`src/include/cv_ctrl_consts.svh`:
```
`ifndef CV_CTRL_CONSTS_SVH
`define CV_CTRL_CONSTS_SVH

// Host joystick word width
`define CV_JOY_BITS 8

// PS/2 key flags and PS/2 joystick flags share one width
`define CV_KEY_BITS 16

// ---------------------------------------------------------------------------
// Host joystick bit positions, active high
// ---------------------------------------------------------------------------
`define CV_JOY_RIGHT 0
`define CV_JOY_LEFT  1
`define CV_JOY_DOWN  2
`define CV_JOY_UP    3
`define CV_JOY_FIRE1 4
`define CV_JOY_FIRE2 5

// ---------------------------------------------------------------------------
// PS/2 joystick flag bit positions, active high
// ---------------------------------------------------------------------------
`define CV_PS2J_UP    0
`define CV_PS2J_DOWN  1
`define CV_PS2J_LEFT  2
`define CV_PS2J_RIGHT 3
`define CV_PS2J_FIRE  4

// Spinner tick period is 2**CV_SPIN_DIV_BITS cycles
`define CV_SPIN_DIV_BITS 16

`define CV_PORTS 2

`endif

```
`src/cv_ctrl_pkg.sv`:
```
`include "cv_ctrl_consts.svh"

package cv_ctrl_pkg;

    // -----------------------------------------------------------------------
    // Keypad keys, in the order of the pin pattern table
    // -----------------------------------------------------------------------
    typedef enum logic [3:0] {
        KEY_0        = 4'd0,
        KEY_1        = 4'd1,
        KEY_2        = 4'd2,
        KEY_3        = 4'd3,
        KEY_4        = 4'd4,
        KEY_5        = 4'd5,
        KEY_6        = 4'd6,
        KEY_7        = 4'd7,
        KEY_8        = 4'd8,
        KEY_9        = 4'd9,
        KEY_ASTERISK = 4'd10,
        KEY_NUMBER   = 4'd11,
        KEY_NONE     = 4'd12
    } cv_key_e;

    // Port mode as selected by pins 5 and 8
    typedef enum logic [1:0] {
        MODE_IDLE     = 2'd0,
        MODE_KEYPAD   = 2'd1,
        MODE_JOYSTICK = 2'd2
    } port_mode_e;

    // Sampled inputs of one port, joystick already swapped
    typedef struct packed {
        logic [`CV_JOY_BITS-1:0] joy;
        logic                    sel_p5;
        logic                    sel_p8;
    } port_in_t;

    // Active-low pin levels seen by the console
    typedef struct packed {
        logic p1;
        logic p2;
        logic p3;
        logic p4;
        logic p6;
        logic p7;
        logic p9;
    } ctrl_pins_t;

    // Bit 3 of p1_4 is pin 1, bit 0 is pin 4
    typedef struct packed {
        logic [3:0] p1_4;
        logic       p6;
    } keypad_t;

endpackage

```
`src/cv_controller_top.sv`:
```
`include "cv_ctrl_consts.svh"

module cv_controller_top #(
    parameter int spin_div_bits = `CV_SPIN_DIV_BITS
) (
    input  logic                                     clk_sys,
    input  logic                                     reset,
    input  logic [`CV_JOY_BITS-1:0]                  joy0_i,
    input  logic [`CV_JOY_BITS-1:0]                  joy1_i,
    input  logic [`CV_KEY_BITS-1:0]                  ps2_keys_i,
    input  logic [`CV_KEY_BITS-1:0]                  ps2_joy_i,
    input  logic [`CV_PORTS-1:0]                     sel_p5_i,
    input  logic [`CV_PORTS-1:0]                     sel_p8_i,
    input  logic                                     joyswap_i,
    input  logic                                     spinner_en_i,
    output cv_ctrl_pkg::ctrl_pins_t [`CV_PORTS-1:0]  ports_o
);
    import cv_ctrl_pkg::*;

    port_in_t [`CV_PORTS-1:0] port_in;
    logic [`CV_KEY_BITS-1:0]  keys;
    logic [`CV_KEY_BITS-1:0]  ps2_joy;
    logic                     spinner_en;
    logic                     spinner_tick;
    keypad_t                  keypad;

    // -----------------------------------------------------------------------
    // Input side and shared keypad
    // -----------------------------------------------------------------------
    cv_input_stage #(
        .spin_div_bits (spin_div_bits)
    ) i_input_stage (
        .clk_sys_i      (clk_sys),
        .reset_i        (reset),
        .joy0_i         (joy0_i),
        .joy1_i         (joy1_i),
        .ps2_keys_i     (ps2_keys_i),
        .ps2_joy_i      (ps2_joy_i),
        .sel_p5_i       (sel_p5_i),
        .sel_p8_i       (sel_p8_i),
        .joyswap_i      (joyswap_i),
        .spinner_en_i   (spinner_en_i),
        .port_in_o      (port_in),
        .keys_o         (keys),
        .ps2_joy_o      (ps2_joy),
        .spinner_en_o   (spinner_en),
        .spinner_tick_o (spinner_tick)
    );

    // Both ports read the same keyboard
    cv_keypad_encoder i_keypad_encoder (
        .keys_i   (keys),
        .keypad_o (keypad)
    );

    // -----------------------------------------------------------------------
    // Per-port spinner and pin multiplexer
    // -----------------------------------------------------------------------
    for (genvar g = 0; g < `CV_PORTS; g++) begin : g_port
        logic [3:0] p1_4;

        cv_spinner i_spinner (
            .clk_sys_i      (clk_sys),
            .reset_i        (reset),
            .port_in_i      (port_in[g]),
            .spinner_en_i   (spinner_en),
            .spinner_tick_i (spinner_tick),
            .p7_o           (ports_o[g].p7),
            .p9_o           (ports_o[g].p9)
        );

        cv_port_mux i_port_mux (
            .port_in_i (port_in[g]),
            .keypad_i  (keypad),
            .ps2_joy_i (ps2_joy),
            .p1_4_o    (p1_4),
            .p6_o      (ports_o[g].p6)
        );

        assign ports_o[g].p1 = p1_4[3];
        assign ports_o[g].p2 = p1_4[2];
        assign ports_o[g].p3 = p1_4[1];
        assign ports_o[g].p4 = p1_4[0];
    end

endmodule

```
`src/cv_input_stage.sv`:
```
`include "cv_ctrl_consts.svh"

module cv_input_stage #(
    parameter int spin_div_bits = `CV_SPIN_DIV_BITS
) (
    input  logic                                   clk_sys_i,
    input  logic                                   reset_i,
    input  logic [`CV_JOY_BITS-1:0]                joy0_i,
    input  logic [`CV_JOY_BITS-1:0]                joy1_i,
    input  logic [`CV_KEY_BITS-1:0]                ps2_keys_i,
    input  logic [`CV_KEY_BITS-1:0]                ps2_joy_i,
    input  logic [`CV_PORTS-1:0]                   sel_p5_i,
    input  logic [`CV_PORTS-1:0]                   sel_p8_i,
    input  logic                                   joyswap_i,
    input  logic                                   spinner_en_i,
    output cv_ctrl_pkg::port_in_t [`CV_PORTS-1:0]  port_in_o,
    output logic [`CV_KEY_BITS-1:0]                keys_o,
    output logic [`CV_KEY_BITS-1:0]                ps2_joy_o,
    output logic                                   spinner_en_o,
    output logic                                   spinner_tick_o
);
    import cv_ctrl_pkg::*;

    port_in_t [`CV_PORTS-1:0] port_in_d;
    logic [spin_div_bits-1:0] tick_cnt;

    // Select pins pass straight through, joysticks may be crossed over
    always_comb begin
        for (int p = 0; p < `CV_PORTS; p++) begin
            port_in_d[p].sel_p5 = sel_p5_i[p];
            port_in_d[p].sel_p8 = sel_p8_i[p];
        end
        port_in_d[0].joy = joyswap_i ? joy1_i : joy0_i;
        port_in_d[1].joy = joyswap_i ? joy0_i : joy1_i;
    end

    // -----------------------------------------------------------------------
    // Input registers
    // -----------------------------------------------------------------------
    always_ff @(posedge clk_sys_i) begin
        if (reset_i) begin
            // Both selects high means idle, so every pin reads high
            for (int p = 0; p < `CV_PORTS; p++) begin
                port_in_o[p].joy    <= '0;
                port_in_o[p].sel_p5 <= 1'b1;
                port_in_o[p].sel_p8 <= 1'b1;
            end
            keys_o       <= '0;
            ps2_joy_o    <= '0;
            spinner_en_o <= 1'b0;
        end else begin
            port_in_o    <= port_in_d;
            keys_o       <= ps2_keys_i;
            ps2_joy_o    <= ps2_joy_i;
            spinner_en_o <= spinner_en_i;
        end
    end

    // Free-running divider, tick follows each pass through zero
    always_ff @(posedge clk_sys_i) begin
        if (reset_i) begin
            tick_cnt       <= '0;
            spinner_tick_o <= 1'b0;
        end else begin
            tick_cnt       <= tick_cnt + 1'b1;
            spinner_tick_o <= (tick_cnt == '0);
        end
    end

endmodule

```
`src/cv_keypad_encoder.sv`:
```
`include "cv_ctrl_consts.svh"

module cv_keypad_encoder (
    input  logic [`CV_KEY_BITS-1:0] keys_i,
    output cv_ctrl_pkg::keypad_t    keypad_o
);
    import cv_ctrl_pkg::*;

    cv_key_e key;

    // -----------------------------------------------------------------------
    // Priority pick, first pressed key in scan order wins
    // -----------------------------------------------------------------------
    always_comb begin
        if (keys_i[13]) begin
            key = KEY_1;
        end else if (keys_i[7]) begin
            key = KEY_2;
        end else if (keys_i[12]) begin
            key = KEY_3;
        end else if (keys_i[2]) begin
            key = KEY_4;
        end else if (keys_i[3]) begin
            key = KEY_5;
        end else if (keys_i[14]) begin
            key = KEY_6;
        end else if (keys_i[5]) begin
            key = KEY_7;
        end else if (keys_i[1]) begin
            key = KEY_8;
        end else if (keys_i[11]) begin
            key = KEY_9;
        end else if (keys_i[10]) begin
            key = KEY_0;
        end else if (keys_i[9]) begin
            key = KEY_ASTERISK;
        end else if (keys_i[6]) begin
            key = KEY_NUMBER;
        end else begin
            key = KEY_NONE;
        end
    end

    // Key to pin pattern, written as pins 1 to 4
    always_comb begin
        case (key)
            KEY_0:        keypad_o.p1_4 = 4'b0011;
            KEY_1:        keypad_o.p1_4 = 4'b1110;
            KEY_2:        keypad_o.p1_4 = 4'b1101;
            KEY_3:        keypad_o.p1_4 = 4'b0110;
            KEY_4:        keypad_o.p1_4 = 4'b0001;
            KEY_5:        keypad_o.p1_4 = 4'b1001;
            KEY_6:        keypad_o.p1_4 = 4'b0111;
            KEY_7:        keypad_o.p1_4 = 4'b1100;
            KEY_8:        keypad_o.p1_4 = 4'b1000;
            KEY_9:        keypad_o.p1_4 = 4'b1011;
            KEY_ASTERISK: keypad_o.p1_4 = 4'b1010;
            KEY_NUMBER:   keypad_o.p1_4 = 4'b0101;
            default:      keypad_o.p1_4 = 4'b1111;
        endcase
    end

    // Second fire button from the keyboard
    assign keypad_o.p6 = ~keys_i[0];

endmodule

```
`src/cv_port_mux.sv`:
```
`include "cv_ctrl_consts.svh"

module cv_port_mux (
    input  cv_ctrl_pkg::port_in_t    port_in_i,
    input  cv_ctrl_pkg::keypad_t     keypad_i,
    input  logic [`CV_KEY_BITS-1:0]  ps2_joy_i,
    output logic [3:0]               p1_4_o,
    output logic                     p6_o
);
    import cv_ctrl_pkg::*;

    port_mode_e mode;

    // Pin 5 low selects the keypad, pin 8 low selects the joystick
    always_comb begin
        if (!port_in_i.sel_p5 && port_in_i.sel_p8) begin
            mode = MODE_KEYPAD;
        end else if (port_in_i.sel_p5 && !port_in_i.sel_p8) begin
            mode = MODE_JOYSTICK;
        end else begin
            mode = MODE_IDLE;
        end
    end

    // -----------------------------------------------------------------------
    // Pin levels per mode, all active low
    // -----------------------------------------------------------------------
    always_comb begin
        case (mode)
            MODE_KEYPAD: begin
                p1_4_o = keypad_i.p1_4;
                p6_o   = keypad_i.p6 & ~port_in_i.joy[`CV_JOY_FIRE2];
            end
            MODE_JOYSTICK: begin
                // Host joystick and PS/2 flags are ORed
                p1_4_o[3] = ~(ps2_joy_i[`CV_PS2J_UP] | port_in_i.joy[`CV_JOY_UP]);
                p1_4_o[2] = ~(ps2_joy_i[`CV_PS2J_DOWN] | port_in_i.joy[`CV_JOY_DOWN]);
                p1_4_o[1] = ~(ps2_joy_i[`CV_PS2J_LEFT] | port_in_i.joy[`CV_JOY_LEFT]);
                p1_4_o[0] = ~(ps2_joy_i[`CV_PS2J_RIGHT] | port_in_i.joy[`CV_JOY_RIGHT]);
                p6_o      = ~(ps2_joy_i[`CV_PS2J_FIRE] | port_in_i.joy[`CV_JOY_FIRE1]);
            end
            default: begin
                p1_4_o = 4'b1111;
                p6_o   = 1'b1;
            end
        endcase
    end

endmodule

```
`src/cv_spinner.sv`:
```
`include "cv_ctrl_consts.svh"

module cv_spinner (
    input  logic                  clk_sys_i,
    input  logic                  reset_i,
    input  cv_ctrl_pkg::port_in_t port_in_i,
    input  logic                  spinner_en_i,
    input  logic                  spinner_tick_i,
    output logic                  p7_o,
    output logic                  p9_o
);

    // Quadrature phase, bit 1 drives pin 7 and bit 0 drives pin 9
    logic [1:0] phase;
    logic       left;
    logic       right;

    assign left  = port_in_i.joy[`CV_JOY_LEFT];
    assign right = port_in_i.joy[`CV_JOY_RIGHT];

    // -----------------------------------------------------------------------
    // Gray-code stepping, one step per tick
    // -----------------------------------------------------------------------
    always_ff @(posedge clk_sys_i) begin
        if (reset_i || !spinner_en_i) begin
            phase <= 2'b11;
        end else if (spinner_tick_i) begin
            if (left) begin
                // 00 -> 01 -> 11 -> 10
                case (phase)
                    2'b00:   phase <= 2'b01;
                    2'b01:   phase <= 2'b11;
                    2'b11:   phase <= 2'b10;
                    default: phase <= 2'b00;
                endcase
            end else if (right) begin
                // Opposite direction
                case (phase)
                    2'b00:   phase <= 2'b10;
                    2'b10:   phase <= 2'b11;
                    2'b11:   phase <= 2'b01;
                    default: phase <= 2'b00;
                endcase
            end
        end
    end

    assign p7_o = phase[1];
    assign p9_o = phase[0];

endmodule

```
`config.mk`:
```
export PLATFORM = sky130hd
export DESIGN_NAME = cv_controller_top
export DESIGN_NICKNAME = d
export VERILOG_FILES = /design/src/cv_ctrl_pkg.sv /design/src/cv_controller_top.sv /design/src/cv_input_stage.sv /design/src/cv_keypad_encoder.sv /design/src/cv_port_mux.sv /design/src/cv_spinner.sv
export VERILOG_INCLUDE_DIRS = /design/src /design/src/include
export SDC_FILE = /design/constraint.sdc
export NUM_CORES = 1
export LEC_CHECK = 0
export BUFFER_PORTS_ARGS = -buffer_cell sky130_fd_sc_hd__buf_4
export CORE_MARGIN = 2
export CORE_UTILIZATION = 52
export DETAILED_ROUTE_END_ITERATION = 8
export GPL_TIMING_DRIVEN = 0
export PLACE_DENSITY = 0.79
export SLEW_MARGIN = 25
export SYNTH_ARGS = -nofsm -noshare
export SYNTH_HDL_FRONTEND = slang
export SYNTH_SLANG_ARGS = --single-unit
```
`constraint.sdc`:
```
create_clock -name clk_sys -period 2.99 [get_ports clk_sys]
set_input_delay 0.1495 -clock clk_sys [delete_from_list [all_inputs] [get_ports clk_sys]]
set_output_delay 0.1495 -clock clk_sys [all_outputs]
set_load 0.01 [all_outputs]
```
==> key figures <==
Floorplan
  – # rows: 25
  – Core area: between 4000 and 5000 um^2
  – Die area: 5462 um^2
  – Die W: ~74 um
  – Ports: 70
  – Initial core utilization: between 50% and 60%
  – Die height: roughly 74 um

Final layout
  – Antenna cells: 0
  – Layout Nets: about 410
  – Final core occ: between 60% and 70%
  – Layout area overhead: 24.13%
  – Layout cell share with drive strength beyond 1: 22.45%

Power
  – Worst vdd ir: a little under 0.0004 V
  – PwrDens: ~490 nW/um^2
  – Pleak: around 1.4 nW

Synthesis
  – Top-count cell post-synth: dfxtp_1
  – Post-synth net total: approximately 350
  – Adder-cell share of the synthesized area: under 10%
  – Seq cells post-synth: 56
  – Compound-Gate Fraction of Synth Area: 11.47%
  – Synth area leader: dfxtp_1
  – Synth Area in XOR/XNOR: around 4.8%
  – Leading post-synthesis cells by cell area: dfxtp_1 (44%), nor2_1 (6.9%), nor2b_1 (5.4%)
  – Post-Syn Area: roughly 2500 um^2
  – Avg Inst Size Synth: between 9 and 10 um^2
  – Main synth FF type: dfxtp_1
  – Library cells used by synthesis: 45
  – Number of synthesis warnings: 0
  – Post-synth top cells: dfxtp_1 (56), nor2_1 (47), nor2b_1 (22)
  – Post-synth EDFFs: 0
  – Post-synthesis mux area share: under 10%
  – Synth Area in Simple Gates: between 20% and 30%
  – Largest family of logic cells by synthesized area: simple AND/OR/NAND/NOR gates
  – Cells after Synth: approximately 280
  – Post-synthesis sequential area ratio: 44.12%
  – Fraction of registers with async set or reset after synthesis: 0%
  – Synth top area share: between 40 and 50%

Routing
  – Final ANT Viol Nets: 0
  – Iter 0 DRT Violations: 110
  – Average wire per standard cell: 12.84 um
  – DR pass1 iterations: 4
  – Post-route DRC violation count: 0
  – Via count: 2,156
  – Vias per inst: about 5.3
  – Final wirelength: between 5 and 6 mm

Job
  – Max Cap Violations: 0

Setup path
  – FF-to-FF path depth: 6
  – Worst setup SP type: flip-flop
  – WP data arrival: 2.74 ns
  – CP Capture Type: primary output
  – Critical Path Fanout Max: 5
  – Req. time, crit path: between 2 and 3 ns
  – Crit path kind: flip-flop to primary output

Clock network
  – H-Tree Depth: 2
  – Clk pin slew, worst setup/hold paths: around 0.10 ns
  – Clock buffer depth: 2
  – # clock sinks: between 50 and 60
  – CTS buffer count: 5
  – Root Buffer: clkbuf_8
  – Clock Latency Late Sink: approximately 0.32 ns
  – CTS tree: yes

Hold path
  – Type of the tightest min-delay check: primary input to flip-flop
  – Hold depth: 2

STA
  – Clock skew: ~0.013 ns
  – Min Clock Period, post-route: slightly below 3 ns
  – Period utilization: a little over nine tenths
  – Worst Tran Pin Value: 0.7785 ns
  – Final setup fails: 0
  – Final hold violations: 0
  – Setup TNS: 0 ns
  – RSZ-0062 raised after global routing: no
  – Max-slew violations: 0
  – FMAX: 0.3464 GHz
  – Slew headroom: between 40% and 50%

Place
  – Gpl congestion: 0.8369
  – # port buffers: 50
  – Detailed Place HPWL: 4.012 mm

Global routing
  – Gr usage total: a little over a fifth
  – Largest net degree at the start of global routing: 19
  – Gr ovfl total: 0
  – Initial antenna violation count: 0
  – Number of global-route vias before repair: about 2,000
  – First-pass GRT wire length: 8.735 mm

Outcome
  – Run status: finished clean
==> repair_timing <==
action | 4_1_cts | 5_1_grt
setup buffers | 0 | 1
setup endpoints to repair | 2 | 5
pin swaps | 1 | 1
hold endpoints to repair | 0 | 2
hold buffers | 0 | 2
resized for setup | 1 | 1
==> metrics by stage <==
stage / hold slack (ns) / setup WS (ns) / power [mW] / cell area, um^2 / instances
2_1_floorplan: 0.2533 / 0.6365 / 0.9595 / 2541 / 282
6_report: 0.01279 / 0.1035 / 1.554 / 3154 / 410
5_1_grt: 0.003312 / 0.0004987 / 1.632 / 3154 / 410
3_5_place_dp: 0.3406 / 0.3401 / 1.061 / 3000 / 399
4_1_cts: 0.006434 / 0.09302 / 1.561 / 3120 / 407
3_3_place_gp: 0.3383 / 0.3594 / 1.055 / 3000 / 399
==> state kept, by name (all words and copies together), names as in the netlist <==
name	flops
g_port.i_spinner.phase	4
i_input_stage.keys_o	13
i_input_stage.port_in_o	16
i_input_stage.ps2_joy_o	5
i_input_stage.spinner_en_o	1
i_input_stage.spinner_tick_o	1
i_input_stage.tick_cnt	16
==> critical path, stage by stage, from the launching register on <==
cell     delay (ns)
dfxtp_1        0.40
nor2b_1        0.09
o31ai_2        0.28
a21oi_1        0.16
or2_2          0.31
ha_1           0.18
or3_1          0.37
o31a_1         0.13
a221o_1        0.36
buf_4          0.15
==> power breakdown <==
group          internal, mW  total [mW]  switching, mW
combinational         0.131       0.247          0.116
sequential            0.778       0.803         0.0246
clock                 0.252       0.504          0.251
==> logic make-up after synthesis <==
group / after synthesis
xor+xnor: 14
fa+ha+maj: 8
buf+inv: 21
simple gates: 128
compound gates: 43
flops: 56
mux: 12
==> final timing paths <==
check | start | to | slack [ns]
setup / recovery | i_input_stage.keys_o[1] | ports_o[5] | 0.10
hold / removal | sel_p8_i[0] | i_input_stage.port_in_o[0] | 0.01
setup reg to reg | i_input_stage.tick_cnt[0] | i_input_stage.tick_cnt[14] | 1.46
hold reg to reg | i_input_stage.tick_cnt[0] | i_input_stage.tick_cnt[0] | 0.48
==> per-layer routing <==
layer	part of all wire, %	GRT usage (%)	up-vias
met2	48	35.22	44
met1	47	25.80	1019
li1	-	-	1086
met3	4.1	5.898	7
met4	1.1	6.667	0
met5	0	0	-
==> placed cells by master (no fill, tap or decap), types with 2 or more instances in the layout <==
master / instances
a211oi_1: 2
a21oi_1: 8
a221o_1: 6
a31oi_1: 2
and2_1: 2
and3_1: 4
and4_1: 3
buf_4: 57
clkbuf_1: 7
clkbuf_8: 5
dfxtp_1: 56
dlygate4sd3_1: 2
ha_1: 8
inv_1: 7
mux2i_1: 12
nand2_1: 15
nand2b_1: 4
nand3_1: 5
nand4_1: 3
nor2_1: 47
nor2b_1: 22
nor3_1: 2
nor3b_1: 2
nor4_1: 3
nor4b_1: 2
o21a_1: 2
o21ai_0: 11
o22ai_1: 2
o31a_1: 2
o31ai_1: 2
or2_2: 5
xnor2_1: 2
xor2_1: 12
==> final cells by class <==
class / count / area (um^2)
plain buffers: 14 / 75.07
repair buffers: 53 / 402.9
clock buffers: 5 / 68.82
flip-flops and latches: 56 / 1121
inverters: 7 / 26.28
well taps: 67 / 83.83
multi-input cells: 205 / 1330
fillers: 414 / 1569
clock inverters: 3 / 46.29
Power figures use the tool's default switching activity.
